File: src/system_config.svh
`ifndef SYSTEM_CONFIG_SVH
`define SYSTEM_CONFIG_SVH

// ------------------------------------------------------------
// Bus widths
// ------------------------------------------------------------
`define WB_AW 32
`define WB_DW 32
`define WB_SW 4

// Data RAM word address width, 1024 words
`define DMEM_AW 10

// Peripheral sizes
`define GPIO_W 8
`define IRQ_W 8

// ------------------------------------------------------------
// Memory map on address bits 15 to 12
// ------------------------------------------------------------
`define MAP_DMEM 4'd0
`define MAP_PIC 4'd1
`define MAP_GPIO 4'd2

`endif

File: src/wb_pkg.sv
package wb_pkg;

    // Slave targets of the data bus
    typedef enum logic [1:0] {
        SLV_DMEM = 2'd0,
        SLV_PIC  = 2'd1,
        SLV_GPIO = 2'd2,
        SLV_NONE = 2'd3
    } slave_sel_e;

    // Decoder FSM
    typedef enum logic {
        DEC_IDLE = 1'b0,
        DEC_WAIT = 1'b1
    } dec_state_e;

    // Register word offsets, taken from address bits 3 and 2
    typedef enum logic [1:0] {
        REG_PEND    = 2'd0,
        REG_MASK    = 2'd1,
        REG_GPIO_IN = 2'd2
    } reg_ofs_e;

    // GPIO registers sit on the same offsets as the PIC registers
    localparam reg_ofs_e REG_GPIO_OUT = REG_PEND;
    localparam reg_ofs_e REG_GPIO_DIR = REG_MASK;

endpackage

File: src/wb_bus_if.sv
`include "system_config.svh"

// Request side, from the decoder to the slaves and the result stage
interface wb_req_if;
    import wb_pkg::*;

    logic [`WB_AW-1:0] adr;
    logic [`WB_DW-1:0] dat_w;
    logic [`WB_SW-1:0] sel;
    logic              we;
    // One strobe bit per slave
    logic [SLV_GPIO:0] stb;
    slave_sel_e        tgt;
    // High for one cycle per accepted request
    logic              issue;

    modport decoder (output adr, dat_w, sel, we, stb, tgt, issue);
    modport slave   (input adr, dat_w, sel, we, stb);
    modport result  (input tgt, issue);
endinterface


File: src/wb_addr_decode.sv
`include "system_config.svh"

module wb_addr_decode (
    input  logic              wb_clk_i,
    input  logic              rst_n_i,
    input  logic              wb_cyc_i,
    input  logic              wb_stb_i,
    input  logic              wb_we_i,
    input  logic [`WB_AW-1:0] wb_adr_i,
    input  logic [`WB_SW-1:0] wb_sel_i,
    input  logic [`WB_DW-1:0] wb_dat_i,
    input  logic              done_i,
    wb_req_if.decoder         req
);
    import wb_pkg::*;

    dec_state_e        state_q;
    slave_sel_e        tgt_d;
    logic [SLV_GPIO:0] stb_d;
    logic              accept;

    // Requests are only taken while idle
    assign accept = wb_cyc_i && wb_stb_i && (state_q == DEC_IDLE);

    // ------------------------------------------------------------
    // Address map
    // ------------------------------------------------------------
    always_comb begin
        tgt_d = SLV_NONE;
        stb_d = '0;
        case (wb_adr_i[15:12])
            `MAP_DMEM: begin
                tgt_d           = SLV_DMEM;
                stb_d[SLV_DMEM] = 1'b1;
            end
            `MAP_PIC: begin
                tgt_d          = SLV_PIC;
                stb_d[SLV_PIC] = 1'b1;
            end
            `MAP_GPIO: begin
                tgt_d           = SLV_GPIO;
                stb_d[SLV_GPIO] = 1'b1;
            end
            default: tgt_d = SLV_NONE;
        endcase
    end

    // ------------------------------------------------------------
    // Decoder FSM and one-cycle strobes
    // ------------------------------------------------------------
    always_ff @(posedge wb_clk_i or negedge rst_n_i) begin
        if (!rst_n_i) begin
            state_q   <= DEC_IDLE;
            req.stb   <= '0;
            req.issue <= 1'b0;
            req.tgt   <= SLV_NONE;
        end else begin
            req.stb   <= '0;
            req.issue <= 1'b0;
            case (state_q)
                DEC_IDLE: begin
                    if (accept) begin
                        state_q   <= DEC_WAIT;
                        req.stb   <= stb_d;
                        req.issue <= 1'b1;
                        req.tgt   <= tgt_d;
                    end
                end
                DEC_WAIT: begin
                    // Bus ack or error closes the access
                    if (done_i) begin
                        state_q <= DEC_IDLE;
                    end
                end
                default: state_q <= DEC_IDLE;
            endcase
        end
    end

    // Request fields held for the slaves
    always_ff @(posedge wb_clk_i) begin
        if (accept) begin
            req.adr   <= wb_adr_i;
            req.dat_w <= wb_dat_i;
            req.sel   <= wb_sel_i;
            req.we    <= wb_we_i;
        end
    end

endmodule

File: src/flat_wrapper.sv
// flat-port wrapper written by rule: the top's interface ports become plain ports
module wb_addr_decode_flat import wb_pkg::*;
  (wb_clk_i, rst_n_i, wb_cyc_i, wb_stb_i, wb_we_i, wb_adr_i, wb_sel_i, wb_dat_i, done_i, req_adr, req_dat_w, req_sel, req_we, req_stb, req_tgt, req_issue);
  wb_req_if req_i ();
  input  logic wb_clk_i;
  input  logic rst_n_i;
  input  logic wb_cyc_i;
  input  logic wb_stb_i;
  input  logic wb_we_i;
  input  logic [`WB_AW-1:0] wb_adr_i;
  input  logic [`WB_SW-1:0] wb_sel_i;
  input  logic [`WB_DW-1:0] wb_dat_i;
  input  logic done_i;
  output wire logic [$bits(req_i.adr)-1:0] req_adr;
  output wire logic [$bits(req_i.dat_w)-1:0] req_dat_w;
  output wire logic [$bits(req_i.sel)-1:0] req_sel;
  output wire logic [$bits(req_i.we)-1:0] req_we;
  output wire logic [$bits(req_i.stb)-1:0] req_stb;
  output wire logic [$bits(req_i.tgt)-1:0] req_tgt;
  output wire logic [$bits(req_i.issue)-1:0] req_issue;
  assign req_adr = req_i.adr;
  assign req_dat_w = req_i.dat_w;
  assign req_sel = req_i.sel;
  assign req_we = req_i.we;
  assign req_stb = req_i.stb;
  assign req_tgt = req_i.tgt;
  assign req_issue = req_i.issue;
  wb_addr_decode u_core (.wb_clk_i(wb_clk_i), .rst_n_i(rst_n_i), .wb_cyc_i(wb_cyc_i), .wb_stb_i(wb_stb_i), .wb_we_i(wb_we_i), .wb_adr_i(wb_adr_i), .wb_sel_i(wb_sel_i), .wb_dat_i(wb_dat_i), .done_i(done_i), .req(req_i));
endmodule
File: config.mk
export PLATFORM = sky130hd
export DESIGN_NAME = wb_addr_decode_flat
export DESIGN_NICKNAME = d
export VERILOG_FILES = /design/src/wb_pkg.sv /design/src/wb_bus_if.sv /design/src/wb_addr_decode.sv /design/src/flat_wrapper.sv
export VERILOG_INCLUDE_DIRS = /design/src
export SDC_FILE = /design/constraint.sdc
export NUM_CORES = 1
export LEC_CHECK = 0
export ABC_AREA = 1
export BUFFER_PORTS_ARGS = -buffer_cell sky130_fd_sc_hd__buf_4
export CORE_AREA = 2 2 76 78
export CTS_CLUSTER_DIAMETER = 100
export DETAILED_ROUTE_END_ITERATION = 7
export DIE_AREA = 0 0 78 80
export GPL_ROUTABILITY_DRIVEN = 0
export PLACE_DENSITY = 0.82
export RECOVER_POWER = 100
export SYNTH_ARGS = -nofsm -noshare
export SYNTH_HDL_FRONTEND = slang
export SYNTH_SLANG_ARGS = --single-unit
File: constraint.sdc
create_clock -name wb_clk_i -period 7.1 [get_ports wb_clk_i]
set_input_delay 1.42 -clock wb_clk_i [delete_from_list [all_inputs] [get_ports wb_clk_i]]
set_output_delay 1.42 -clock wb_clk_i [all_outputs]
set_load 0.01 [all_outputs]
==> impl_metrics.json, run 1 <==
{
  "ant_nets": 0,
  "yosys-top-cells-area": "edfxtp_1, dfrtp_1, dfstp_2",
  "grtUsageTotal": 0.161,
  "cts_hold_buf": 0,
  "ff2ff_path_depth": 2,
  "cp-start-kind": "primary input",
  "drt_iter0_drc": 84,
  "dieHeight_um": 80,
  "r2r_setup_slack_ps": 5510,
  "numClockSinks": 76,
  "num_rows": 27,
  "finalNonFillerCells": 335,
  "power_mw": 0.963,
  "die_w_um": 78,
  "p_int_mw": 0.779,
  "tns_ps": 0,
  "r2r_end": "u_core.req.dat_w[27]$_DFFE_PP_",
  "p_sw_frac": 0.191,
  "hold_path_class": "flop to flop",
  "worst_path_largest_cell_delay_ps": 650,
  "start_util": 0.435,
  "path_clk_slew_ps": 70,
  "clock_latency_ps": 320,
  "synth_fp_nets": 172,
  "worst_pin_slew_ps": 845,
  "most-common-layout-cells": "clkbuf_1, edfxtp_1, clkbuf_4",
  "fin_worst_skew_ps": 6.75,
  "final_common_cell": "clkbuf_1",
  "final-hold-violation-count": 0,
  "pre_cts_ws_ps": 4340,
  "maxCapViolCount": 0,
  "clockRootBuffer": "clkbuf_8",
  "area_growth_pct": 48.2,
  "cts_resized": 0,
  "crit_arrival_ps": 2390,
  "setup_viol": 0,
  "nFillCells": 464,
  "drcViolationCount": 0,
  "irDropWorstVdd_mv": 0.173,
  "ctsLongestPathBuffers": 2,
  "worstSetupEndpointType": "flop",
  "grt_pass1_wl_um": 7360,
  "die_area_um2": 6240,
  "worstPathRequired_ps": 7050,
  "grt_max_degree": 73,
  "synth_top_area_cell": "edfxtp_1",
  "syn_area_um2": 2350,
  "clkPwrFrac": 0.386,
  "grt_pass1_vias": 1526,
  "yosysTopAreaCellShare": 0.880,
  "antenna_found_initial": 0,
  "numCtsBuffers": 9,
  "drt_wl_total_um": 4880,
  "synth_seq_cells": 76,
  "seq_area_frac_synth": 0.956,
  "power.switching_mw": 0.184,
  "timing.final.crit_share": 0.344,
  "r2r-start": "u_core.state_q$_DFF_PN0_",
  "io_pins": 149,
  "grt_overflow": 0,
  "leakagePower_nw": 1.31,
  "vias": 1452,
  "post_cts_buffers": 0,
  "layout.nets": 332,
  "crit_path_max_fanout": 72,
  "synthDistinctLibCells": 11,
  "worstPathCellList": "clkbuf_1 > nand2_1 > nor2_4 > buf_4",
  "fin_util": 0.645,
  "portBuffers": 148,
  "cts_tree": "yes",
  "drive_above_1_share": 0.319,
  "htree_num_levels": 3,
  "critical-path-slowest-cell": "buf_4",
  "synthCells": 98,
  "avgSynthCellArea_um2": 24.0,
  "rsz0062_at_grt": "false",
  "fin_ws_ps": 4660,
  "dr.pass1.iters": 4,
  "wl_per_cell_um": 14.6,
  "p_seq_frac": 0.541,
  "power_density_nw_per_um2": 276,
  "period_minus_slack_ps": 2440,
  "crit_path_start": "wb_cyc_i",
  "core_um2": 5410,
  "fmax_ghz": 0.409,
  "relSlewSlack": 0.437,
  "worstSetupPathType": "primary input to flop",
  "routed_via_density": 4.33,
  "outcome": "completed",
  "diodes": 0,
  "finalMaxSlewViolations": 0,
  "endpoint": "u_core.req.dat_w[27]$_DFFE_PP_",
  "yosysWarningCount": 0,
  "placedCellCount": 319,
  "comb_power_share": 0.073
}
-- registers in the layout, summed over array words and instances (netlist names) --
signal	flops
u_core.req.stb	3
u_core.state_q	1
u_core.req.sel	4
u_core.req.tgt	2
u_core.req.we	1
u_core.req.issue	1
u_core.req.dat_w	32
u_core.req.adr	32
-- cells in the mapped netlist (all sizes together) --
library cell and count:
nand2 9, inv 3, o21ai 1, dfstp 2, nand3 4, dfrtp 5
edfxtp 69, nor2 5
-- power groups by stage --
stage / clock, mW / combinational, mW / sequential [mW]
2_1_floorplan: 0 / 0.0120 / 0.543
6_report: 0.372 / 0.0699 / 0.521
5_1_grt: 0.399 / 0.0773 / 0.523
3_5_place_dp: 0 / 0.0886 / 0.532
3_3_place_gp: 0 / 0.0863 / 0.532
4_1_cts: 0.382 / 0.0887 / 0.523
-- metal layers --
layer,wire [µm],global-route usage,vias up
met3,593,0.0701,8
met2,2540,0.264,93
met1,1680,0.171,661
met5,0,0,-
met4,76,0.104,0
li1,-,-,690
-- cell families after synthesis --
logic type,after synthesis,share of synthesized area
AOI/OAI and AO/OA,1,0.00212
buffers and inverters,3,0.00478
DFF,76,0.956
and+or+nand+nor,18,0.0372
-- area by class of cell --
class,count,area (µm²),area share
clock buffer,10,128,0.0366
clock inverter,6,103,0.0294
inverter,3,11.3,0.00323
multi-input combinational,19,85.1,0.0244
sequential,76,2250,0.645
tap,72,90.1,0.0258
timing repair buffer,149,822,0.236
-- metrics by stage --
| step | instance area [µm²] | hold WS (ps) |
|---|---|---|
| 2_1_floorplan | 2350 | 474 |
| 3_3_place_gp | 3570 | 459 |
| 3_5_place_dp | 3570 | 461 |
| 4_1_cts | 3800 | 473 |
| 5_1_grt | 3490 | 526 |
| 6_report | 3490 | 490 |
-- how the worst min path moves through the flow --
stage,to,depth (start not counted),from
after floorplan,u_core.req.tgt[0]$_DFFE_PN1P_,2,u_core.req.tgt[0]$_DFFE_PN1P_
after global placement,u_core.req.tgt[0]$_DFFE_PN1P_,2,u_core.req.tgt[0]$_DFFE_PN1P_
after detailed placement,u_core.req.tgt[0]$_DFFE_PN1P_,2,u_core.req.tgt[0]$_DFFE_PN1P_
after CTS,u_core.req.tgt[0]$_DFFE_PN1P_,2,u_core.req.tgt[0]$_DFFE_PN1P_
after global routing,u_core.req.tgt[1]$_DFFE_PN1P_,2,u_core.req.tgt[1]$_DFFE_PN1P_
final,u_core.req.tgt[0]$_DFFE_PN1P_,2,u_core.req.tgt[0]$_DFFE_PN1P_
-- critical path, delay by kind of cell --
kind / cells / cell delay (ps)
buf+inv: 2 / 760
simple gates: 2 / 180
Note: power is estimated with default switching activity, not from simulation.
==> inputs of run 2 (changes only) <==
- CORE_AREA: 2 2 76 78 -> 2 2 83 85
- DIE_AREA: 0 0 78 80 -> 0 0 85 87
- PLACE_DENSITY: 0.82 -> 0.73
- clock period: 7.1 -> 2 ns (I/O delays scaled with it)
==> run 2 against run 1 <==
Against the previous run: die area up 19%; non-clock buffer count grew 2; clock skew up 0.74 ps; first-iteration DRC count fell by 37%; setup slack worse by 4100 ps; highest routed layer unchanged.
==> impl_metrics.json, run 2 (same netlist as run 1, synthesis figures left out) <==
{
  "power_mw": 3.17,
  "worst_pin_slew_ps": 427,
  "tns_ps": 0,
  "worstPathCellList": "nor2_1 > buf_4",
  "fin_util": 0.529,
  "crit_path_max_fanout": 34,
  "crit_arrival_ps": 1400,
  "die_area_um2": 7400,
  "antenna_found_initial": 0,
  "drcViolationCount": 0,
  "htree_num_levels": 3,
  "fmax_ghz": 0.706,
  "final_area_um2": 3480,
  "r2r_setup_slack_ps": 580,
  "placed_area_um2": 3600,
  "worstSetupEndpointType": "flop",
  "power_density_nw_per_um2": 913,
  "nFillCells": 599,
  "timing.hold.ws_ps": 248,
  "reg.largest.list": "u_core.req.adr (32), u_core.req.dat_w (32), u_core.req.sel (4)",
  "relSlewSlack": 0.715,
  "drt_iter0_drc": 53,
  "outcome": "completed",
  "area_growth_pct": 47.7,
  "setup_viol": 0,
  "finalNonFillerCells": 345,
  "grt_pass1_vias": 1531,
  "vias": 1458,
  "finalMaxSlewViolations": 0,
  "dp_hpwl_um": 3880,
  "io_pins": 149,
  "final_common_cell": "clkbuf_1",
  "worst_path_largest_cell_delay_ps": 440,
  "cp-start-kind": "flop",
  "core_um2": 6570,
  "hold_path_class": "primary input to flop",
  "portBuffers": 148,
  "wl_per_cell_um": 14.9,
  "timing.final.crit_share": 0.708,
  "numCtsBuffers": 9,
  "placedCellCount": 328,
  "drt_wl_total_um": 5130,
  "worstSetupPathType": "flop to flop",
  "multi_input_area_um2": 85.1,
  "ant_nets": 0,
  "worstPathRequired_ps": 1980,
  "numClockSinks": 76,
  "num_rows": 30,
  "whs_path_depth": 2,
  "layout.nets": 334,
  "start_util": 0.358,
  "crit_path_start": "u_core.state_q$_DFF_PN0_",
  "cts_tree": "yes",
  "most-common-layout-cells": "clkbuf_1, edfxtp_1, clkbuf_4",
  "rsz0062_at_grt": "false",
  "die_w_um": 85,
  "fin_worst_skew_ps": 7.49,
  "period_minus_slack_ps": 1420,
  "grtUsageTotal": 0.139,
  "pre_cts_ws_ps": 536,
  "r2r-start": "u_core.state_q$_DFF_PN0_",
  "drive_above_1_share": 0.321,
  "routed_via_density": 4.23,
  "final-hold-violation-count": 0,
  "dr.pass1.iters": 4,
  "clock_latency_ps": 330,
  "maxCapViolCount": 0,
  "r2r_end": "u_core.req.dat_w[10]$_DFFE_PP_",
  "path_clk_slew_ps": 70,
  "fin_ws_ps": 584,
  "irDropWorstVdd_mv": 0.574,
  "grt_pass1_wl_um": 7530,
  "ff2ff_path_depth": 2,
  "holdPathEnd": "u_core.state_q$_DFF_PN0_",
  "diodes": 0,
  "dieHeight_um": 87,
  "ctsLongestPathBuffers": 2,
  "min_from": "done_i",
  "grt_max_degree": 39,
  "grt_overflow": 0,
  "critical-path-slowest-cell": "buf_4",
  "clockRootBuffer": "clkbuf_8",
  "seq_area_um2": 2250,
  "leakagePower_nw": 1.30
}
[run 2: cell types whose count changed in the layout (fill, tap and decap cells not counted), sizes merged]
cell         change
clkbuf           +3
bufinv           -2
buf              +1
clkinv           -1
dlygate4sd3      +1
[run 2: final cells by class]
cell class / count / share of cell area
Inverter: 3 / 0.00324
Tap cell: 80 / 0.0288
Timing Repair Buffer: 151 / 0.245
Clock inverter: 3 / 0.0115
Clock buffer: 13 / 0.0399
Sequential cell: 76 / 0.647
Multi-Input combinational cell: 19 / 0.0245
[run 2: timing repair]
item	4_1_cts	5_1_grt
buffers inserted	0	0
hold endpoints to repair	5	0
resized for setup	0	0
hold buffers	1	0
[run 2: how the worst max path moves through the flow]
| stage | end | slack, ps | depth (start not counted) |
|---|---|---|---|
| global route | u_core.req.adr[11]$_DFFE_PP_ | 490 | 2 |
| global placement | u_core.req.adr[27]$_DFFE_PP_ | 550 | 4 |
| detailed placement | u_core.req.dat_w[18]$_DFFE_PP_ | 540 | 4 |
| floorplan | u_core.req.adr[0]$_DFFE_PP_ | 60 | 2 |
| finish | u_core.req.dat_w[10]$_DFFE_PP_ | 580 | 2 |
| CTS | req_tgt[1] | 600 | 1 |
[run 2: report_power, final]
| part | switching (mW) | internal, mW |
|---|---|---|
| Combinational | 0.134 | 0.122 |
| Clock | 0.495 | 0.575 |
| Sequential | 0.0205 | 1.83 |
[run 2: metal layers]
layer | routed length, µm | global-route usage | vias to the layer above
met2 | 2690 | 0.224 | 72
met1 | 1810 | 0.152 | 683
met5 | 0 | 0 | -
met3 | 554 | 0.0692 | 7
met4 | 79 | 0.0693 | 0
li1 | - | - | 696
[run 2: critical path, delay by kind of cell, from the launching register on]
| kind | cells | cell delay, ps |
|---|---|---|
| AND/OR/NAND/NOR | 1 | 230 |
| buffers and inverters | 1 | 440 |
| flip-flops | 1 | 380 |
