File: src/system_config.svh
`ifndef SYSTEM_CONFIG_SVH
`define SYSTEM_CONFIG_SVH

// ------------------------------------------------------------
// Bus widths
// ------------------------------------------------------------
`define WB_AW 32
`define WB_DW 32
`define WB_SW 4

// Data RAM word address width, 1024 words
`define DMEM_AW 10

// Peripheral sizes
`define GPIO_W 8
`define IRQ_W 8

// ------------------------------------------------------------
// Memory map on address bits 15 to 12
// ------------------------------------------------------------
`define MAP_DMEM 4'd0
`define MAP_PIC 4'd1
`define MAP_GPIO 4'd2

`endif

File: src/wb_pkg.sv
package wb_pkg;

    // Slave targets of the data bus
    typedef enum logic [1:0] {
        SLV_DMEM = 2'd0,
        SLV_PIC  = 2'd1,
        SLV_GPIO = 2'd2,
        SLV_NONE = 2'd3
    } slave_sel_e;

    // Decoder FSM
    typedef enum logic {
        DEC_IDLE = 1'b0,
        DEC_WAIT = 1'b1
    } dec_state_e;

    // Register word offsets, taken from address bits 3 and 2
    typedef enum logic [1:0] {
        REG_PEND    = 2'd0,
        REG_MASK    = 2'd1,
        REG_GPIO_IN = 2'd2
    } reg_ofs_e;

    // GPIO registers sit on the same offsets as the PIC registers
    localparam reg_ofs_e REG_GPIO_OUT = REG_PEND;
    localparam reg_ofs_e REG_GPIO_DIR = REG_MASK;

endpackage

File: src/wb_bus_if.sv
`include "system_config.svh"

// Request side, from the decoder to the slaves and the result stage
interface wb_req_if;
    import wb_pkg::*;

    logic [`WB_AW-1:0] adr;
    logic [`WB_DW-1:0] dat_w;
    logic [`WB_SW-1:0] sel;
    logic              we;
    // One strobe bit per slave
    logic [SLV_GPIO:0] stb;
    slave_sel_e        tgt;
    // High for one cycle per accepted request
    logic              issue;

    modport decoder (output adr, dat_w, sel, we, stb, tgt, issue);
    modport slave   (input adr, dat_w, sel, we, stb);
    modport result  (input tgt, issue);
endinterface

// Response side, from the slaves to the result stage
interface wb_rsp_if;
    logic [`WB_DW-1:0] dmem_dat;
    logic              dmem_ack;
    logic [`WB_DW-1:0] pic_dat;
    logic              pic_ack;
    logic [`WB_DW-1:0] gpio_dat;
    logic              gpio_ack;

    modport dmem   (output dmem_dat, dmem_ack);
    modport pic    (output pic_dat, pic_ack);
    modport gpio   (output gpio_dat, gpio_ack);
    modport result (input dmem_dat, dmem_ack, pic_dat, pic_ack, gpio_dat, gpio_ack);
endinterface

File: src/wb_gpio.sv
`include "system_config.svh"

module wb_gpio (
    input  logic               wb_clk_i,
    input  logic               rst_n_i,
    input  logic [`GPIO_W-1:0] gpio_i,
    output logic [`GPIO_W-1:0] gpio_o,
    output logic [`GPIO_W-1:0] gpio_oe_o,
    wb_req_if.slave            req,
    wb_rsp_if.gpio             rsp
);
    import wb_pkg::*;

    reg_ofs_e           ofs;
    logic               hit;
    logic               wr_lane0;
    logic [`GPIO_W-1:0] sync1_q;
    logic [`GPIO_W-1:0] sync2_q;
    logic [`WB_DW-1:0]  rd_d;

    assign ofs      = reg_ofs_e'(req.adr[3:2]);
    assign hit      = req.stb[SLV_GPIO];
    assign wr_lane0 = hit && req.we && req.sel[0];

    always_comb begin
        rd_d = '0;
        case (ofs)
            REG_GPIO_OUT: rd_d[`GPIO_W-1:0] = gpio_o;
            REG_GPIO_DIR: rd_d[`GPIO_W-1:0] = gpio_oe_o;
            REG_GPIO_IN:  rd_d[`GPIO_W-1:0] = sync2_q;
            default:      rd_d = '0;
        endcase
    end

    // ------------------------------------------------------------
    // Output and direction registers
    // ------------------------------------------------------------
    always_ff @(posedge wb_clk_i or negedge rst_n_i) begin
        if (!rst_n_i) begin
            gpio_o       <= '0;
            gpio_oe_o    <= '0;
            rsp.gpio_ack <= 1'b0;
        end else begin
            // Input register is read only
            if (wr_lane0 && ofs == REG_GPIO_OUT) begin
                gpio_o <= req.dat_w[`GPIO_W-1:0];
            end
            if (wr_lane0 && ofs == REG_GPIO_DIR) begin
                gpio_oe_o <= req.dat_w[`GPIO_W-1:0];
            end
            rsp.gpio_ack <= hit;
        end
    end

    // Two-flop input synchroniser and read capture
    always_ff @(posedge wb_clk_i) begin
        sync1_q <= gpio_i;
        sync2_q <= sync1_q;
        if (hit) begin
            rsp.gpio_dat <= rd_d;
        end
    end

endmodule

File: src/flat_wrapper.sv
// flat-port wrapper written by rule: the top's interface ports become plain ports
module wb_gpio_flat import wb_pkg::*;
  (wb_clk_i, rst_n_i, gpio_i, gpio_o, gpio_oe_o, req_adr, req_dat_w, req_sel, req_we, req_stb, rsp_gpio_dat, rsp_gpio_ack);
  wb_req_if req_i ();
  wb_rsp_if rsp_i ();
  input  logic wb_clk_i;
  input  logic rst_n_i;
  input  logic [`GPIO_W-1:0] gpio_i;
  output logic [`GPIO_W-1:0] gpio_o;
  output logic [`GPIO_W-1:0] gpio_oe_o;
  input wire logic [$bits(req_i.adr)-1:0] req_adr;
  input wire logic [$bits(req_i.dat_w)-1:0] req_dat_w;
  input wire logic [$bits(req_i.sel)-1:0] req_sel;
  input wire logic [$bits(req_i.we)-1:0] req_we;
  input wire logic [$bits(req_i.stb)-1:0] req_stb;
  output wire logic [$bits(rsp_i.gpio_dat)-1:0] rsp_gpio_dat;
  output wire logic [$bits(rsp_i.gpio_ack)-1:0] rsp_gpio_ack;
  assign req_i.adr = req_adr;
  assign req_i.dat_w = req_dat_w;
  assign req_i.sel = req_sel;
  assign req_i.we = req_we;
  assign req_i.stb = req_stb;
  assign rsp_gpio_dat = rsp_i.gpio_dat;
  assign rsp_gpio_ack = rsp_i.gpio_ack;
  wb_gpio u_core (.wb_clk_i(wb_clk_i), .rst_n_i(rst_n_i), .gpio_i(gpio_i), .gpio_o(gpio_o), .gpio_oe_o(gpio_oe_o), .req(req_i), .rsp(rsp_i));
endmodule
File: config.mk
export PLATFORM = sky130hd
export DESIGN_NAME = wb_gpio_flat
export DESIGN_NICKNAME = d
export VERILOG_FILES = /design/src/wb_pkg.sv /design/src/wb_bus_if.sv /design/src/wb_gpio.sv /design/src/flat_wrapper.sv
export VERILOG_INCLUDE_DIRS = /design/src
export SDC_FILE = /design/constraint.sdc
export NUM_CORES = 1
export LEC_CHECK = 0
export BUFFER_PORTS_ARGS = -buffer_cell sky130_fd_sc_hd__buf_2
export CAP_MARGIN = 15
export CORE_MARGIN = 10
export CORE_UTILIZATION = 23
export CTS_CLUSTER_DIAMETER = 50
export DETAILED_ROUTE_END_ITERATION = 6
export HOLD_SLACK_MARGIN = 0.02
export PLACE_DENSITY = 0.51
export RECOVER_POWER = 100
export SYNTH_ARGS = -nofsm -noshare
export SYNTH_HDL_FRONTEND = slang
export SYNTH_SLANG_ARGS = --single-unit
File: constraint.sdc
create_clock -name wb_clk_i -period 1 [get_ports wb_clk_i]
set_input_delay 0.15 -clock wb_clk_i [delete_from_list [all_inputs] [get_ports wb_clk_i]]
set_output_delay 0.15 -clock wb_clk_i [all_outputs]
set_load 0.01 [all_outputs]
==> results of run 1 <==
worst paths after layout:
check	start	to	cells past startpoint
worst max-delay path	u_core.gpio_o[4]$_DFFE_PN0P_	gpio_o[4]	1
worst max register to register	u_core.gpio_o[2]$_DFFE_PN0P_	u_core.rsp.gpio_dat[2]$_DFFE_PP_	2
max in group asynchronous	rst_n_i	u_core.gpio_oe_o[6]$_DFFE_PN0P_	2
worst min-delay path	req_dat_w[5]	u_core.gpio_oe_o[5]$_DFFE_PN0P_	2
min in group asynchronous	rst_n_i	u_core.gpio_o[5]$_DFFE_PN0P_	2
worst min register to register	u_core.sync1_q[4]$_DFF_P_	u_core.sync2_q[4]$_DFF_P_	0
state kept, by name (all words and copies together), names as in the netlist:
| register | flops |
|---|---|
| u_core.gpio_o | 8 |
| u_core.gpio_oe_o | 8 |
| u_core.rsp.gpio_dat | 8 |
| u_core.sync1_q | 8 |
| u_core.sync2_q | 8 |
| u_core.rsp.gpio_ack | 1 |
cells in the final DEF, fill, tap and decap left out, types with 9 or more instances in the layout:
cell           count
buf_2             27
dfxtp_1           16
clkbuf_1          13
clkbuf_2          11
conb_1            24
dlygate4sd3_1      9
dfrtp_1           17
timing repair:
action | CTS | global route
hold endpoints to repair | 25 | 0
endpoints found under the setup margin | 7 | 16
setup buffers | 7 | 0
pin swaps | 0 | 0
hold buffers | 9 | 0
resized for setup | 0 | 10
power groups by stage:
stage	Combinational [mW]	Sequential [mW]	Clock, mW
finish	0.914	2.06	1.01
global route	1.01	2.09	1.14
CTS	0.897	2.04	1.06
detailed placement	0.747	2.10	0
global placement	0.748	2.08	0
floorplan	0.383	2.17	0
final cells by class:
class	instances	area [um2]
Multi-Input combinational cell	68	484
Sequential cell	41	986
Fill cell	732	4700
Tap cell	96	120
Timing Repair Buffer	72	460
Clock buffer	8	80.1
per-layer routing:
| metal | GRT usage | wire length (um) |
|---|---|---|
| met1 | 0.0847 | 1780 |
| met2 | 0.107 | 1740 |
| met3 | 0.0397 | 335 |
| met4 | 0.0278 | 48 |
| met5 | 0 | 0 |
kinds of logic after synthesis:
| family | Yosys count |
|---|---|
| flip-flops | 41 |
| AND/OR/NAND/NOR | 12 |
| other | 1 |
| AO/OA/AOI/OAI | 8 |
| multiplexers | 24 |
| buffers and inverters | 28 |
==> impl_results.md, run 1 <==
* Status: finished clean
* Setup TNS after final layout at 0 ns
* Share of layout cells above drive strength 1 at 0.402
* Pin count of the biggest net entering global routing at 18
* CP Launch Type: flop
* CP max-delay cell: dfrtp_1
* Arrival @ worst endpoint at ~0.84 ns
* Min-Delay Path Class: in2reg
* Die X at a little over 100 um
* Avg WL per Cell at between 10 and 15 um
* Avg Cell Area, Syn at between 10 and 15 um2
* Post-synth ARST share at 0.415
* CTS buffer count at 5
* RSZ-0062 raised after global routing: true
* PnR worst setup slack at approximately 0.013 ns
* DRT iter0 DRCs at 37
* Final worst-path cycle share at 0.987
* Simple-gate portion of the synthesized area at 0.0440
* Clock sink count at about 40
* Via count of the first global-routing pass at about 1.1k
* # rows at 30
* DP Wirelength at 3050 um
* Lkg Pwr at 1.00 nW
* Hold Vio Cnt, Final at 0
* Core region area at a little under 0.007 mm2
* Power per cell area at between 1500 and 2000 mW/mm2
* P&R area growth vs syn at 31.5%
* Slew Limit Fails at 0
* Top post-synthesis cells by area: dfrtp_1, dfxtp_1, edfxtp_1, buf_4, mux2_4
* Internal power at 2.93 mW
* Critical path type: reg2out
* CTS root buffer: clkbuf_8
* Crit path buf inv count at 1
* Initial antenna violation count at 0
* Grt total ovfl at 0
* Total power at 3.99 mW
* Compound-gate portion of the synthesized area at 0.0247
* Warnings from Yosys at 0
* Final setup viols at 0
* Die area at about 0.011 mm2
* Gate Count Post-Synth at between 100 and 150
* Worst path top cell family by delay: flip-flops
* Dpl cells at 261
* Fin cells at ~290
* Synth area leader: dfrtp_1
* Reg2Reg Setup Slack at ~0.09 ns
* Synth unique cells at 16
* Synth Area in Adders at 0
* Global placement routability congestion at between 0.6 and 0.7
* Overall Global Routing Usage at 0.0721
* Top_reg_cell synth: dfrtp_1
* Layout Skew at around 0.0013 ns
* Req. time, crit path at ~0.85 ns
* Final std cell area, no fill at roughly 0.0021 mm2
* Area post-placement at approximately 0.0019 mm2
* CP Cell Sequence: buf_2
* Sequential share of the synthesized area at 0.608
* Nets at 270
* Max Fclk at around 1000 MHz
* Max stage delay on crit path at approximately 0.41 ns
* Net switching share of the total power at 0.265
* Util after Layout at 0.312
* Worst-path clk slew at approximately 0.070 ns
* Antenna diode count at 0
* Seq cells post-synth at just over 40
* H-tree levels at 2
* Yosys top cell area share at 0.263
* TritonCTS clock tree: built
* Post-synth EDFFs at 8
* Clk buf depth at 2
* Die Ht at between 100 and 150 um
* DRC viols at 0
* Mux contribution to synthesized area at 0.179
* First-pass DRT Iterations at 2
* Worst-Skew Late Latency at between 0.2 and 0.3 ns
* WHS at 0.113 ns
* Max-Cap Viols at 0
* Largest family of logic cells by synthesized area: multiplexers
* Port Buffers at 47
* Count leader, synth: buf_4
* Max VDD drop at 0.758 mV
* Critical path peak fanout at 3
* Clk network pwr share at 0.254
* I/O pins at between 100 and 150
* Post-synth top cells: buf_4, dfrtp_1, dfxtp_1
* Initial core utilization at 0.237
* Switching power at approximately 1.1 mW
* Reg power frac at 0.517
* Post-Syn Area at around 0.0016 mm2
* Post-DR vias/cell at between 3 and 4
* Post-Route WL at ~3900 um
* Tmin final at approximately 1 ns
* CP Capture Type: primary output
* Number of vias in the routed layout at around 1000
* Routed Antenna Nets at 0
* Synth Area in XOR/XNOR at 0
* Global-route wire length before repair at 6130 um
* Gate power share at 0.229
* Pre-CTS WS at -0.185 ns
No activity file was read; power rests on OpenSTA's default activity.
==> inputs of run 2 (changes only) <==
PLACE_DENSITY = unset   (was 0.51)
PLACE_DENSITY_LB_ADDON = 0.15   (was unset)
SETUP_SLACK_MARGIN = 0.2   (was unset)
==> run 2 against run 1 <==
The run now ends with setup timing left. Cell area up 6.8%. Clock-buffer cell count down 2. Global-route usage up 0.84 points. Critical endpoint is now gpio_oe_o[7]. Largest cell class unchanged.
==> impl_results.md, run 2 (same netlist as run 1, synthesis figures left out) <==
* Power per cell area at around 1800 mW/mm2
* Max-Cap Viols at 0
* Global placement routability congestion at 0.673
* DP Wirelength at 3210 um
* Routed length on met2 at 2040 um
* CP Capture Type: primary output
* Met1 WL at 1890 um
* Switching power at 1.14 mW
* Setup TNS after final layout at -0.0000898 ns
* CP Cell Sequence: buf_2
* Port Buffers at 47
* Number of vias in the routed layout at roughly 1.0k
* Slew Limit Fails at 0
* Min-Delay Path Class: in2reg
* Req. time, crit path at 0.85 ns
* Hold Path Stages at 2
* Arrival @ worst endpoint at ~0.85 ns
* Hold Vio Cnt, Final at 0
* PnR worst setup slack at -0.0000898 ns
* Clk buf depth at 2
* Most common cell after layout, fill and taps aside: buf_2
* Worst-path clk slew at about 0.08 ns
* Critical path type: reg2out
* Max stage delay on crit path at ~0.4 ns
* H-tree levels at 2
* Internal power at roughly 3.1 mW
* Initial core utilization at 0.237
* Global-route wire length before repair at slightly below 7000 um
* Final worst-path cycle share at 1.00
* Avg WL per Cell at about 15 um
* Core region area at 0.00683 mm2
* Crit path buf inv count at 1
* CP max-delay cell: dfrtp_1
* Area post-placement at around 0.0019 mm2
* Layout Skew at roughly 0.0095 ns
* Die area at ~0.011 mm2
* Post-Route WL at around 4400 um
* P&R area growth vs syn at 40.4%
* Post-DR vias/cell at about 3.6
* Net switching share of the total power at 0.273
* Fill count at about 740
* Worst-Margin Slew at roughly 0.55 ns
* Critical path peak fanout at 2
* Tmin final at around 1 ns
* Via count of the first global-routing pass at between 1k and 1.5k
* Die X at between 100 and 150 um
* First-pass DRT Iterations at 4
* Initial antenna violation count at 0
* Gate power share at 0.261
* TritonCTS clock tree: built
* Final setup viols at 1
* Routed Antenna Nets at 0
* Share of layout cells above drive strength 1 at 0.451
* WHS at about 0.096 ns
* Clk network pwr share at 0.248
* Worst-Skew Late Latency at about 0.29 ns
* Pre-CTS WS at -0.208 ns
* DRC viols at 0
* Max VDD drop at a little over 0.9 mV
* Max Fclk at ~1000 MHz
* Nets at ~280
* Lkg Pwr at between 1 and 1.5 nW
* Die Ht at between 100 and 150 um
* Violated checks: setup timing
* I/O pins at 131
* Final std cell area, no fill at between 0.002 and 0.0025 mm2
* Reg power frac at 0.491
* RSZ-0062 raised after global routing: true
* DRT iter0 DRCs at 32
* # rows at 30
* Antenna diode count at 0
* Most frequent cells in the layout: buf_2, conb_1, dfrtp_1
* Total power at approximately 4.2 mW
* Grt total ovfl at 0
* Clock sink count at between 40 and 50
* Worst path top cell family by delay: flip-flops
* Pin count of the biggest net entering global routing at 18
* CTS buffer count at 5
* Crit path depth at 1
* Relative slew slack at 0.633
* Worst r2r path cells at 3
* Status: finished with violations
* Top sig layer: met4
* Met3 routed WL at roughly 390 um
* CTS root buffer: clkbuf_8
* CP Launch Type: flop
* Overall Global Routing Usage at 0.0805
-- run 2: cell types whose count changed in the layout (fill, tap and decap cells not counted), sizes merged --
| cell | previous run | this run |
|---|---|---|
| clkbuf | 29 | 21 |
| clkinv | 0 | 2 |
| buf | 42 | 54 |
-- run 2: power groups by stage --
stage / clock [mW] / sequential [mW] / combinational [mW]
2_1_floorplan: 0 / 2.17 / 0.384
3_3_place_gp: 0 / 2.10 / 0.739
3_5_place_dp: 0 / 2.10 / 0.754
4_1_cts: 1.10 / 2.07 / 1.16
5_1_grt: 1.17 / 2.09 / 1.19
6_report: 1.04 / 2.06 / 1.09
-- run 2: what timing repair did --
| item | CTS | global route |
|---|---|---|
| hold buffers | 9 | 0 |
| gates resized for setup | 30 | 14 |
| gates cloned | 0 | 0 |
| endpoints found under the hold margin | 25 | 0 |
| pin swaps | 0 | 1 |
| setup buffers | 14 | 0 |
| setup endpoints to repair | 41 | 49 |
-- run 2: layout make-up --
type / count / area [um2] / area share
Clock inverter: 2 / 10.0 / 0.00440
Multi-Input combinational cell: 68 / 526 / 0.231
Sequential cell: 41 / 986 / 0.433
Tap cell: 96 / 120 / 0.0528
Clock buffer: 6 / 72.6 / 0.0319
Timing Repair Buffer: 78 / 561 / 0.246
-- run 2: per-layer routing --
metal	GRT usage	vias to the layer above
li1	-	497
met1	0.0932	495
met2	0.124	50
met3	0.0434	6
met4	0.0258	0
met5	0	-
-- run 2: worst paths after layout --
check / start / endpoint / slack [ns]
max: u_core.gpio_oe_o[7]$_DFFE_PN0P_ / gpio_oe_o[7] / -0.00009
min: req_dat_w[1] / u_core.gpio_o[1]$_DFFE_PN0P_ / 0.1
max reg2reg: u_core.gpio_o[4]$_DFFE_PN0P_ / u_core.rsp.gpio_dat[4]$_DFFE_PP_ / 0.02
min reg2reg: u_core.sync1_q[4]$_DFF_P_ / u_core.sync2_q[4]$_DFF_P_ / 0.33
max in group asynchronous: rst_n_i / u_core.gpio_o[3]$_DFFE_PN0P_ / 0.28
min in group asynchronous: rst_n_i / u_core.gpio_oe_o[4]$_DFFE_PN0P_ / 0.36
-- run 2: stage by stage --
step	utilization	std cells
after floorplan	-	137
after global placement	0.279	260
after detailed placement	0.279	260
after CTS	0.335	291
after global routing	0.333	291
final	0.333	291
==> inputs of run 3 (changes only) <==
CORE_UTILIZATION = 38   (was 23)
==> run 3 against run 2 <==
The flow still finishes with violations (setup timing). Clock power up 50%. Largest power group unchanged. Die area down 33%. Sequential share of layout area up 1.6 points. Critical path depth unchanged. Clock-buffer cell count down 1.
==> impl_results.md, run 3 (same netlist as run 1, synthesis figures left out) <==
* Status: finished with violations
* Violated checks: setup timing
* M3 GR Usage at 0.0631
* Net switching share of the total power at 0.248
* Max VDD drop at about 1 mV
* Die X at around 85 um
* Crit path buf inv count at 1
* CP Capture Type: primary output
* Max Fclk at approximately 1000 MHz
* Routed Antenna Nets at 0
* Global Route met1 Usage at 0.104
* CP Cell Sequence: buf_2
* Initial core utilization at 0.399
* Grt total ovfl at 0
* Lkg Pwr at around 1.1 nW
* Post-Route WL at roughly 3900 um
* First-pass DRT Iterations at 2
* DRC viols at 0
* Clock sink count at approximately 40
* Worst r2r path cells at 3
* Grt met2 use at 0.187
* Worst-path clk slew at ~0.08 ns
* Tmin final at roughly 1 ns
* Power per cell area at about 2100 mW/mm2
* Antenna diode count at 0
* Critical path type: reg2out
* Reg2reg end: u_core.rsp.gpio_dat[1]$_DFFE_PP_
* CP max-delay cell: dfrtp_1
* Pre-CTS WS at -0.171 ns
* Global placement routability congestion at around 0.76
* Reg-to-Reg Start: u_core.gpio_o[1]$_DFFE_PN0P_
* Most frequent cells in the layout: buf_2, conb_1, dfrtp_1
* Global-route wire length before repair at roughly 6000 um
* WHS at between 0.08 and 0.09 ns
* Reg power frac at 0.444
* Crit path to: gpio_oe_o[7]
* # rows at 23
* Max-Cap Viols at 0
* Reg2Reg Setup Slack at around 0.030 ns
* Crit path launch: u_core.gpio_oe_o[7]$_DFFE_PN0P_
* Share of layout cells above drive strength 1 at 0.409
* Final std cell area, no fill at roughly 0.0022 mm2
* RSZ-0062 raised after global routing: true
* Crit path depth at 1
* Final worst-path cycle share at 1.00
* Avg WL per Cell at ~16 um
* H-tree levels at 2
* Total power at roughly 4.6 mW
* Switching power at ~1.2 mW
* Req. time, crit path at between 0.8 and 0.9 ns
* Worst path top cell family by delay: flip-flops
* Nets at 274
* Fin cells at 243
* Hold Vio Cnt, Final at 0
* I/O pins at approximately 130
* Layout Skew at roughly 0.010 ns
* Core region area at just over 0.004 mm2
* Fill count at roughly 380
* Internal power at 3.50 mW
* Critical path peak fanout at 2
* CP Launch Type: flop
* Worst-Skew Late Latency at roughly 0.30 ns
* Gate power share at 0.220
* Slew Limit Fails at 0
* Via count of the first global-routing pass at between 1k and 1.5k
* Most Used Layer, Global Route: met2
* Most common cell after layout, fill and taps aside: buf_2
* PnR worst setup slack at -0.00354 ns
* Port Buffers at 47
* DRT iter0 DRCs at 21
* Die area at between 0.007 and 0.008 mm2
* Number of vias in the routed layout at 1042
* Initial antenna violation count at 0
* TritonCTS clock tree: built
* CTS buffer count at 5
* Clk network pwr share at 0.335
* Overall Global Routing Usage at 0.108
* Post-DR vias/cell at ~4.3
* Pin count of the biggest net entering global routing at 18
* Final setup viols at 1
* Area post-placement at around 0.0018 mm2
* Dpl cells at 212
* Die Ht at ~85 um
* Clk buf depth at 2
* DP Wirelength at between 2000 and 3000 um
* CTS root buffer: clkbuf_8
* Arrival @ worst endpoint at approximately 0.85 ns
* Min-Delay Path Class: in2reg
* P&R area growth vs syn at 35.3%
* Max stage delay on crit path at a little over 0.4 ns
[run 3: what timing repair did]
item,CTS,global route
pin swaps,0,2
gates resized for setup,17,19
endpoints found under the setup margin,41,46
hold buffers,9,0
endpoints found under the hold margin,25,0
setup buffers,13,1
[run 3: layout make-up]
class	instances	area [um2]	share of cell area
Timing Repair Buffer	76	517	0.236
Clock buffer	5	68.8	0.0314
Clock inverter	3	65.1	0.0297
Tap cell	50	62.6	0.0285
Sequential cell	41	986	0.450
Multi-Input combinational cell	68	493	0.225
[run 3: per-stage QoR]
stage,TNS (ns),utilization
2_1_floorplan,-1.96,-
3_3_place_gp,-2.01,0.452
3_5_place_dp,-2.46,0.452
4_1_cts,-0.0393,0.542
5_1_grt,-0.379,0.540
6_report,-0.00354,0.540
[run 3: power groups by stage]
stage	registers, mW	logic (mW)	clock network, mW
2_1_floorplan	2.17	0.384	0
3_3_place_gp	2.09	0.719	0
3_5_place_dp	2.10	0.734	0
4_1_cts	2.05	1.05	1.60
5_1_grt	2.09	1.11	1.67
6_report	2.07	1.02	1.56
[run 3: worst min-delay path by stage]
stage                  from                              end  slack, ns  cells after the start
6_report       req_dat_w[6]     u_core.gpio_o[6]$_DFFE_PN0P_       0.08                      2
5_1_grt        req_dat_w[6]     u_core.gpio_o[6]$_DFFE_PN0P_       0.09                      2
4_1_cts        req_dat_w[7]  u_core.gpio_oe_o[7]$_DFFE_PN0P_       0.09                      2
3_5_place_dp        rst_n_i     u_core.gpio_o[3]$_DFFE_PN0P_       0.10                      1
3_3_place_gp        rst_n_i     u_core.gpio_o[3]$_DFFE_PN0P_       0.10                      1
2_1_floorplan       rst_n_i     u_core.gpio_o[0]$_DFFE_PN0P_      -0.15                      0
[run 3: metal layers]
layer	wire, um	up-vias
met1	1390	501
li1	-	492
met2	2010	43
met3	415	6
met4	61	0
met5	0	-
